[src/verilog/fabric_params.svh]
`ifndef FABRIC_PARAMS_SVH
`define FABRIC_PARAMS_SVH

// memory space, counted in 16-bit words.
`define ADDR_W     19
`define ROM_WORDS  4096
`define RAM_WORDS  1024

// i/o word addresses, given as byte addresses with bit 0 clear.
`define IO_SCRATCH 16'hfffc
`define IO_ID      16'hfffa

// identification register contents.
`define ID_VALUE   16'h1d16

// boot rom words hold their index xor this.
`define ROM_SEED   16'h5a3c

`endif

[src/verilog/bus_pkg.sv]
`include "fabric_params.svh"

package bus_pkg;

    // request from one master.
    // all fields stay stable from the rise of access until ack is sampled.
    typedef struct packed {
        logic [`ADDR_W-1:0] addr;    // word address, byte address bits 19 to 1.
        logic [15:0]        wdata;
        logic               access;  // held high until ack.
        logic               wr_en;
        logic [1:0]         bytesel; // bit 0 low byte, bit 1 high byte.
        logic               io;      // i/o cycle, only set on the data bus.
    } bus_req_t;

    // response to one master.
    // rdata stays zero outside the ack cycle so that responses can be or-ed.
    typedef struct packed {
        logic [15:0] rdata;
        logic        ack;    // one cycle per transfer.
    } bus_rsp_t;

endpackage

[src/verilog/data_return.sv]
`timescale 1ns/1ns

module data_return (
    input  bus_pkg::bus_req_t data_req,
    input  bus_pkg::bus_rsp_t mem_data_rsp,
    input  bus_pkg::bus_rsp_t io_rsp,
    output bus_pkg::bus_rsp_t data_rsp,
    input  logic              clk
);

    // both sides are zero when idle so an or is the whole mux.
    assign data_rsp = mem_data_rsp | io_rsp;

    ////////////////////
    // checks

    property acks_exclusive;
        @(posedge clk) mem_data_rsp.ack |-> !io_rsp.ack;
    endproperty

    // the request is still held in its ack cycle.
    property ack_source_matches;
        @(posedge clk)
            (mem_data_rsp.ack |-> !data_req.io) and (io_rsp.ack |-> data_req.io);
    endproperty

    a_acks_exclusive: assert property (acks_exclusive)
        else $error("data_return: memory and i/o ack together.");

    a_ack_source_matches: assert property (ack_source_matches)
        else $error("data_return: ack from the wrong side for this cycle type.");

endmodule

[config.mk]
export PLATFORM = sky130hd
export DESIGN_NAME = data_return
export DESIGN_NICKNAME = d
export VERILOG_FILES = /design/src/verilog/bus_pkg.sv /design/src/verilog/data_return.sv
export VERILOG_INCLUDE_DIRS = /design/src /design/src/verilog
export SDC_FILE = /design/constraint.sdc
export NUM_CORES = 1
export LEC_CHECK = 0
export ABC_CLOCK_PERIOD_IN_PS = 800
export BUFFER_PORTS_ARGS = -buffer_cell sky130_fd_sc_hd__buf_2
export CORE_AREA = 2 2 39 41
export DETAILED_ROUTE_END_ITERATION = 8
export DIE_AREA = 0 0 41 43
export GPL_ROUTABILITY_DRIVEN = 0
export PLACE_DENSITY = 0.89
export SYNTH_ARGS = -nofsm -noshare
export SYNTH_HDL_FRONTEND = slang
export SYNTH_SLANG_ARGS = --single-unit
[constraint.sdc]
create_clock -name vclk -period 0.8
set_input_delay 0.08 -clock vclk [all_inputs]
set_output_delay 0.08 -clock vclk [all_outputs]
set_load 0.005 [all_outputs]
# Yosys cells after proc, flatten, opt, wreduce, memory -nomap -nowiden
# Index checks and enable logic that the tools add are counted.
dict set report totals {
  ff_bits 0
  in_bits 75
  out_inout_bits 17
  word_cells 1
}
dict set report op_classes {
  bitwise 1
}
# operator n
set op_table {}
lappend op_table {{17-bit OR} 1}

# Longest topological paths before layout
dict set report depth {
  ltp_word 1
  mapped_depth 1
  mapped_depth_nobuf 1
}

# Worst setup path before layout
# No wires, ideal clock.
dict set report synth_path {
  path_kind {input to output}
  from {input port io_rsp[0] (netlist name)}
  to {output port data_rsp[0] (netlist name)}
  arrival_time_ns 0.300
  t_required_ns 0.720
  path_slack_ns 0.420
  path_stages 1
  path_buffers 0
  path_cell_list {or2_1}
}
dict set report synth_via {
  elab_chain_len 1
}
# element line_no
set synth_rtl {}
lappend synth_rtl {{start, declared} data_return.sv:6} ;# input bus_pkg::bus_rsp_t io_rsp,
lappend synth_rtl {{17-bit OR} data_return.sv:12} ;# assign data_rsp = mem_data_rsp | io_rsp;
lappend synth_rtl {{end, declared} data_return.sv:7} ;# output bus_pkg::bus_rsp_t data_rsp,
# Every way passes these cells.

==> impl_results.md <==
- Achievable frequency: 1670 MHz
- Slew at the pin with the worst max-slew slack: 0.0511 ns
- Die Outline Area: 0.00176 sq mm
- Vias in the first global route: 244
- Startpoint type of the worst setup path: input port
- Max-slew headroom: 0.966
- Overflow left after global routing: 0
- Net count after synthesis: 92
- Instance count of the mapped netlist: 17
- Total wire length: 620 um
- Total count of hold-check failures in the final report: 0
- Outcome: completed
- Pin count of the biggest net entering global routing: 2
- Worst vdd ir: 0.0877 mV
- Cell types with the highest counts after synthesis: sky130_fd_sc_hd__or2_1 (17)
- Chip width: 41 um
- Total leakage power: 0.218 nW
- Global-route wire length before repair: 779 um
- Worst Setup EP: data_rsp[8]
- Input/output buffers: 51
- RSZ-0062 raised after global routing: false
- Post-route clock period utilization: 0.750
- Number of sequential cells: 0
- Total routing resource utilization after global routing: 0.0589
- Critical-path maximum fanout: 1
- Top Ports: 92
- Buffer count from post-CTS setup fixing: 0
- Pre-antenna DRT Iters: 1
- Sequential share of the synthesized area: 0
- Rows: 14
- Area of all sequential standard cells: 0 sq um
- Largest cells by area after synthesis: sky130_fd_sc_hd__or2_1 (100%)
- Post-layout total power: 0.000148 W
- Antenna Nets Post-Route: 0
- Synth Cell Area: 106 sq um
- Minimum period implied by the final worst setup slack: 0.600 ns
- Vertical extent of the die: 43 um
- Post-cts repair resize count: 0
- Share of layout cells above drive strength 1: 0.750
- Crit path kind: input port to output pin
- CTS hold repair buffers: 0
- Core region area: 0.00138 sq mm
- Antenna Diode Count: 0
- Path type of the worst min-delay path: input port to output pin
- Final count of negative-setup-slack endpoints: 0
- Data arrival time of the critical path: 0.52 ns
- Nature of the critical path endpoint: output pin
- Number of unique standard cell types used by synthesis: 1
- Cell area power density: 389 mW/mm^2
- Worst Path Required: 0.72 ns
- Per-cell routed wire length: 7.38 um
- Number of max-capacitance violations reported: 0
- Most instantiated library cell after synthesis: sky130_fd_sc_hd__or2_1
- DRC Markers: 0
- Via Count: 304
- Synthesis Warnings: 0
- Effective utilization at floorplan: 0.0769
- Violation count after the first detailed-route iteration: 0
- Total Nets Final: 145
- Area added between synthesis and finish: 259%
- Antenna violations before repair: 0
- Average instance area after synthesis: 6.26 sq um
- Launch point of the worst path: io_rsp[8]
- Clk_buf instances: 0
- Post-Route Setup TNS: 0 ns
- Post-DP HPWL: 612 um
- Share of the synthesized area in the top cell type: 1.00
- Leading area contributor after synthesis: sky130_fd_sc_hd__or2_1
- DR vias/cell: 3.62
- Final-report max-slew violation count: 0
worst max-delay path, cell delays in order:
cell and delay (ns):
sky130_fd_sc_hd__buf_2 0.09, sky130_fd_sc_hd__or2_1 0.21, sky130_fd_sc_hd__buf_2 0.13
worst min-delay path by stage:
stage	from	endpoint	slack, ns	depth (start not counted)
2_1_floorplan	mem_data_rsp[0]	data_rsp[0]	0.25	1
3_3_place_gp	mem_data_rsp[2]	data_rsp[2]	0.40	3
3_5_place_dp	mem_data_rsp[9]	data_rsp[9]	0.40	3
4_1_cts	mem_data_rsp[9]	data_rsp[9]	0.40	3
5_1_grt	mem_data_rsp[4]	data_rsp[4]	0.42	3
6_report	mem_data_rsp[9]	data_rsp[9]	0.40	3
cells in the final DEF (no fill, tap or decap):
cell,synthesis,layout
sky130_fd_sc_hd__buf_2,0,51
sky130_fd_sc_hd__or2_1,17,17
where the power goes:
| group | internal [W] | switching, W | total [W] | leakage (nW) |
|---|---|---|---|---|
| combinational | 0.000104 | 0.0000442 | 0.000148 | 0.218 |
| sequential | 0 | 0 | 0 | 0 |
| clock | 0 | 0 | 0 | 0 |
| total | 0.000104 | 0.0000442 | 0.000148 | 0.218 |
kinds of logic (layout without fill, tap and decap cells):
family / Yosys count / count (layout) / synth area share
buffers and inverters: 0 / 51 / 0
and+or+nand+nor: 17 / 17 / 1.00
metrics by stage:
stage	setup WS [ns]	std cells	utilization	hold WS (ns)	cell area [sq um]
6_report	0.200	84	0.276	0.401	382
5_1_grt	0.169	84	0.276	0.418	382
4_1_cts	0.194	84	0.276	0.403	382
3_5_place_dp	0.194	84	0.276	0.402	382
3_3_place_gp	0.205	84	0.276	0.400	382
2_1_floorplan	0.420	17	-	0.245	106
layout make-up:
cell class | count | area (sq um)
fill | 152 | 1000
multi-input combinational | 17 | 106
tap | 16 | 20.0
timing repair buffer | 51 | 255
per-layer routing:
layer	wire length (um)	track usage
met5	0	0
met4	0	0
met3	153	0
met2	319	0.150
met1	147	0.0348
Power figures use the tool's default switching activity.
