--- src/verilog/fabric_params.svh ---
`ifndef FABRIC_PARAMS_SVH
`define FABRIC_PARAMS_SVH

// memory space, counted in 16-bit words.
`define ADDR_W     19
`define ROM_WORDS  4096
`define RAM_WORDS  1024

// i/o word addresses, given as byte addresses with bit 0 clear.
`define IO_SCRATCH 16'hfffc
`define IO_ID      16'hfffa

// identification register contents.
`define ID_VALUE   16'h1d16

// boot rom words hold their index xor this.
`define ROM_SEED   16'h5a3c

`endif

--- src/verilog/bus_pkg.sv ---
`include "fabric_params.svh"

package bus_pkg;

    // request from one master.
    // all fields stay stable from the rise of access until ack is sampled.
    typedef struct packed {
        logic [`ADDR_W-1:0] addr;    // word address, byte address bits 19 to 1.
        logic [15:0]        wdata;
        logic               access;  // held high until ack.
        logic               wr_en;
        logic [1:0]         bytesel; // bit 0 low byte, bit 1 high byte.
        logic               io;      // i/o cycle, only set on the data bus.
    } bus_req_t;

    // response to one master.
    // rdata stays zero outside the ack cycle so that responses can be or-ed.
    typedef struct packed {
        logic [15:0] rdata;
        logic        ack;    // one cycle per transfer.
    } bus_rsp_t;

endpackage

--- src/verilog/io_ports.sv ---
`timescale 1ns/1ns
`include "fabric_params.svh"

module io_ports (
    input  logic              clk,
    input  logic              reset,
    input  bus_pkg::bus_req_t data_req,
    output bus_pkg::bus_rsp_t io_rsp
);

    logic        accept;
    logic        scratch_cs;
    logic        id_cs;
    logic        default_cs;
    logic        scratch_ack;
    logic        id_ack;
    logic        default_ack;
    logic [15:0] scratch;

    ////////////////////
    // port decode

    // the ack cycle blocks a second pick-up of a held access.
    assign accept = data_req.access && data_req.io && !io_rsp.ack;

    always_comb begin
        scratch_cs = 1'b0;
        id_cs      = 1'b0;
        default_cs = 1'b0;
        if (accept) begin
            case ({data_req.addr[14:0], 1'b0})
                `IO_SCRATCH: scratch_cs = 1'b1;
                `IO_ID:      id_cs      = 1'b1;
                default:     default_cs = 1'b1; // reads zero, drops writes.
            endcase
        end
    end

    ////////////////////
    // ports

    always_ff @(posedge clk) begin
        if (reset) begin
            scratch_ack <= 1'b0;
            id_ack      <= 1'b0;
            default_ack <= 1'b0;
            scratch     <= 16'h0000;
        end else begin
            scratch_ack <= scratch_cs;
            id_ack      <= id_cs;
            default_ack <= default_cs;
            if (scratch_cs && data_req.wr_en) begin
                if (data_req.bytesel[0])
                    scratch[7:0] <= data_req.wdata[7:0];
                if (data_req.bytesel[1])
                    scratch[15:8] <= data_req.wdata[15:8];
            end
        end
    end

    // each port drives zero unless it is acking.
    always_comb begin
        io_rsp.ack   = scratch_ack | id_ack | default_ack;
        io_rsp.rdata = (scratch_ack ? scratch : 16'h0000) |
                       (id_ack ? `ID_VALUE : 16'h0000);
    end

    // every i/o ack answers an i/o access seen one edge earlier.
    property ack_follows_access;
        @(posedge clk) disable iff (reset)
            io_rsp.ack |-> $past(data_req.access && data_req.io);
    endproperty

    a_ack_follows_access: assert property (ack_follows_access)
        else $error("io_ports: ack without a prior i/o access.");

endmodule

--- config.mk ---
export PLATFORM = sky130hd
export DESIGN_NAME = io_ports
export DESIGN_NICKNAME = d
export VERILOG_FILES = /design/src/verilog/bus_pkg.sv /design/src/verilog/io_ports.sv
export VERILOG_INCLUDE_DIRS = /design/src /design/src/verilog
export SDC_FILE = /design/constraint.sdc
export NUM_CORES = 1
export LEC_CHECK = 0
export BUFFER_PORTS_ARGS = -buffer_cell sky130_fd_sc_hd__buf_4
export CORE_ASPECT_RATIO = 1.75
export CORE_MARGIN = 8
export CORE_UTILIZATION = 25
export CTS_CLUSTER_SIZE = 8
export DETAILED_ROUTE_END_ITERATION = 7
export PLACE_DENSITY = 0.59
export SYNTH_ARGS = -nofsm -noshare
export SYNTH_HDL_FRONTEND = slang
export SYNTH_SLANG_ARGS = --single-unit
--- constraint.sdc ---
create_clock -name clk -period 1.62 [get_ports clk]
set_input_delay 0.162 -clock clk [delete_from_list [all_inputs] [get_ports clk]]
set_output_delay 0.162 -clock clk [all_outputs]
set_load 0.01 [all_outputs]
# [Word level (Yosys, flattened, before mapping)]
# Index checks and enable logic that the tools add are counted.
[totals] input_bits=42 elab_cells=25 out_inout_bits=17 reg_bits=19
[classes] n_eq_ne=2 n_mux=6 n_bitwise=4 n_reduce_logical=8
[op_table] cell="$eq A15 B15 Y1 const B" n=2
[op_table] cell="$mux W16" n=1
[op_table] cell="$or A16 B13 Y16" n=1
[op_table] cell="$mux W13" n=1
[op_table] cell="$mux W1" n=4
[op_table] cell="$reduce_and A2 Y1" n=2
[op_table] cell="$reduce_or A2 Y1" n=2
[op_table] cell="$logic_and A1 B1 Y1" n=3
[op_table] cell="$or A1 B1 Y1" n=2
[op_table] cell="$logic_not A1 Y1" n=1
[op_table] cell="$not A1 Y1" n=1

# [Longest topological paths before layout]
[depth] ltp_word=7 ltp_mapped=7 depth_no_buf=4

# [Worst setup path before layout]
# No wires, ideal clock.
[synth_path] path_type="register to register" from="register id_ack" to="register scratch[10]" arrival_ns=1.246 path_buffers=2 period_less_slack_ns=1.374 slack_ns=0.246 path_stages_with_launch=7 path_cell_list="dfxtp_1 buf_2 nor2_2 nand4_1 buf_2 o31ai_1 a21oi_1"
[synth_via] elab_chain_len=7
[synth_lines] element="start, declared" line="io_ports.sv:16" source="logic id_ack;"
[synth_lines] element="start signal, assigned" line="io_ports.sv:50" source="id_ack <= id_cs;"
[synth_lines] element="$or A1 B1 Y1 (2 in series)" line="io_ports.sv:63" source="io_rsp.ack = scratch_ack | id_ack | default_ack;"
[synth_lines] element="$logic_not A1 Y1" line="io_ports.sv:24" source="assign accept = data_req.access && data_req.io && !io_rsp.ack;"
[synth_lines] element="$logic_and A1 B1 Y1" line="io_ports.sv:24"
[synth_lines] element="$mux W1" line="io_ports.sv:30" source="if (accept) begin"
[synth_lines] element="$logic_and A1 B1 Y1" line="io_ports.sv:52" source="if (scratch_cs && data_req.wr_en) begin"
[synth_lines] element="$reduce_and A2 Y1 (no source line)"
[synth_lines] element="end signal, assigned" line="io_ports.sv:56" source="scratch[15:8] <= data_req.wdata[15:8];"
[synth_lines] element="end, declared" line="io_ports.sv:18" source="logic [15:0] scratch;"
# Every way passes these cells.
# A chain may end at the register's enable or synchronous reset.

==> metrics.md <==
| Metric | Value |
|---|---|
| DRC errors left | 0 |
| Unique masters post-synth | 26 |
| Total Nets Final | 218 |
| Setup crit end kind | output pin |
| Port-buffer cells | 54 |
| CP most frequent cell | buf_4 |
| Final setup viols | 0 |
| Synth Instances | 124 |
| Synth Register Bits | 19 |
| Ant diodes | 0 |
| Clock Sinks | 19 |
| Syn-to-layout area delta | 43.6% |
| CTS Buffer Depth | 2 |
| Hold WS | 0.0980 ns |
| Initial DRC count | 40 |
| Via/cell ratio | between 4 and 5 |
| Flip-flop and latch area | ~380 um^2 |
| WHS Endpoint | scratch_ack$_SDFF_PP0_ |
| Worst r2r dst | scratch[4]$_SDFFE_PP0P_ |
| Mean Syn Cell Area | 8.69 um^2 |
| Met1 wire length | 1400 um |
| CP Data Required Time | 1.46 ns |
| Std cell rows | 31 |
| CTS tree | done |
| Worst path bufs/invs | 2 |
| Worst-skew pair later-pin latency | 0.25 ns |
| Post-Route WL | 3400 um |
| Clock skew | between 0.003 and 0.004 ns |
| Hold path start | data_req[21] |
| H-tree depth | 1 |
| Most common cell after layout, fill and taps aside | buf_4 |
| DR top layer | met4 |
| CTS Buf Count | 3 |
| Gpl congestion | 0.771 |
| Unrepaired setup endpoints after global routing | false |
| Die footprint | 0.00675 mm^2 |
| Combined area of the multi-input logic cells | between 500 and 600 um^2 |
| Slew @ Worst Pin | 0.326 ns |
| Remaining global-route overflow | 0 |
| Post-synth top area share | 35.3% |
| CP max FO | 6 |
| Slew Limit Fails | 0 |
| Hpwl dp | 2720 um |
| CP max stage delay | 0.37 ns |
| CTS Hold Bufs | 0 |
| Delay-heaviest family, CP | flip-flops |
| Synth area leaders | dfxtp_1 35%, o31ai_1 11%, nand4_1 10% |
| Number of setup buffers added after CTS | 0 |
| Io pins | 59 |
| P per Cell Area | 588 mW/mm^2 |
| ANT nets after route | 0 |
| Routed len/inst | 15.2 um |
| Synth area leader | dfxtp_1 |
| Relative slew slack | 78.0% |
| Pleak | 0.694 nW |
| Via Count | 1117 |
| Hold path depth | 2 |
| CTS root buf | clkbuf_8 |
| Die Span Y | 103 um |
| Yosys warns | 0 |
| First-pass GRT wire length | roughly 5600 um |
| Setup TNS | 0 ns |
| Worst setup path class | flip-flop to output pin |
| Worst IR Drop VDD | 0.290 mV |
| Commonest non-fill, non-tap cells in the layout | 62 x buf_4, 19 x dfxtp_1, 18 x nand4_1 |
| Largest net degree at the start of global routing | 18 |
| Initial Util | 26.0% |
| Clock transition at the registers of the reported paths | 0.07 ns |
| Synthesized area | 0.00108 mm^2 |
| Reg-to-Reg Start | default_ack$_SDFF_PP0_ |
| Fin crit share | 90.2% |
| Outcome | finished clean |
| Final hold vios | 0 |
| Syn_nets | 166 |
| CP Launch Type | flip-flop |
| FILL cells | between 400 and 500 |
| Met3 wire length | 314 um |
| CTS resizes | 0 |
| Hold Crit Class | primary input to flip-flop |
| DR pass1 iterations | 4 |
| Antenna violations before repair | 0 |
| CORE AREA | 0.00415 mm^2 |
| Max stage delay cell, worst path | dfxtp_1 |
| FMAX | 0.685 GHz |
| Max Cap Viol | 0 |
| Worst EP arrival | 1.30 ns |
| Die width | 65.6 um |
| Critical path, cell by cell | buf_4 > or3_1 > buf_4 |
| Post-synthesis sequential area ratio | 35.3% |
| Reg-to-reg slack, setup | 0.33 ns |
| Vias in the first global route | 1248 |
| Met2 Wirelength | 1680 um |
| Overall Global Routing Usage | roughly 10% |
| Layout cell share with drive strength beyond 1 | roughly 40% |
| R2R depth | 5 |
| Final Critical Period | 1.46 ns |
[power breakdown]
group	leakage [nW]	internal (W)	switching (W)
registers	0.153	0.000468	0.000000384
clock network	0.0228	0.000175	0.000153
logic	0.518	0.0000697	0.0000442
total	0.694	0.000712	0.000197
[registers in the layout (all words and copies together), names as in the netlist]
register,count
scratch,16
default_ack,1
id_ack,1
scratch_ack,1
[logic make-up after synthesis]
family / synth area share [%]
AO/OA/AOI/OAI: 23.5
flip-flops: 35.3
AND/OR/NAND/NOR: 30.9
XOR/XNOR: 0.813
buffers and inverters: 9.52
[stage by stage]
step / area (um^2) / worst slack (ns) / utilization, % / cells / total power [W]
2_1_floorplan: 1080 / 0.246 / - / 124 / 0.000517
3_3_place_gp: 1500 / 0.298 / 36.2 / 220 / 0.000593
3_5_place_dp: 1500 / 0.281 / 36.2 / 220 / 0.000594
4_1_cts: 1550 / 0.149 / 37.3 / 224 / 0.000921
5_1_grt: 1550 / 0.105 / 37.3 / 224 / 0.000949
6_report: 1550 / 0.159 / 37.3 / 224 / 0.000909
[worst max path at each step]
stage | from | end | slack, ns | depth (start not counted)
2_1_floorplan | id_ack$_SDFF_PP0_ | scratch[10]$_SDFFE_PP0P_ | 0.25 | 6
3_3_place_gp | data_req[23] | scratch[12]$_SDFFE_PP0P_ | 0.30 | 6
3_5_place_dp | data_req[24] | scratch[12]$_SDFFE_PP0P_ | 0.28 | 6
4_1_cts | id_ack$_SDFF_PP0_ | io_rsp[0] | 0.15 | 3
5_1_grt | id_ack$_SDFF_PP0_ | io_rsp[0] | 0.11 | 3
6_report | id_ack$_SDFF_PP0_ | io_rsp[0] | 0.16 | 3
[area by class of cell]
type	count	share of cell area, %
Multi-Input combinational cell	90	38.4
Sequential cell	19	24.6
Timing Repair Buffer	62	30.1
Tap cell	49	3.96
Clock buffer	4	2.91
[Yosys cell counts, drive strengths merged]
master       instances
clkbuf               3
dfxtp               19
nand2                3
nand4               18
and3b                2
buf                 11
xor2                 1
nor3b                2
o31ai               16
or3                  2
nand3                3
nor3                 1
a21oi               16
nor2b                1
dlygate4sd1          1
and2                10
and4                 2
nor2                 1
a21o                 7
nor4b                1
and3                 4
[layer usage]
layer | GRT usage [%] | vias up
li1 | - | 572
met1 | 11.3 | 486
met2 | 18.2 | 57
met3 | 3.48 | 2
met4 | 2.36 | 0
met5 | 0 | -
(Power assumes the default switching activity.)
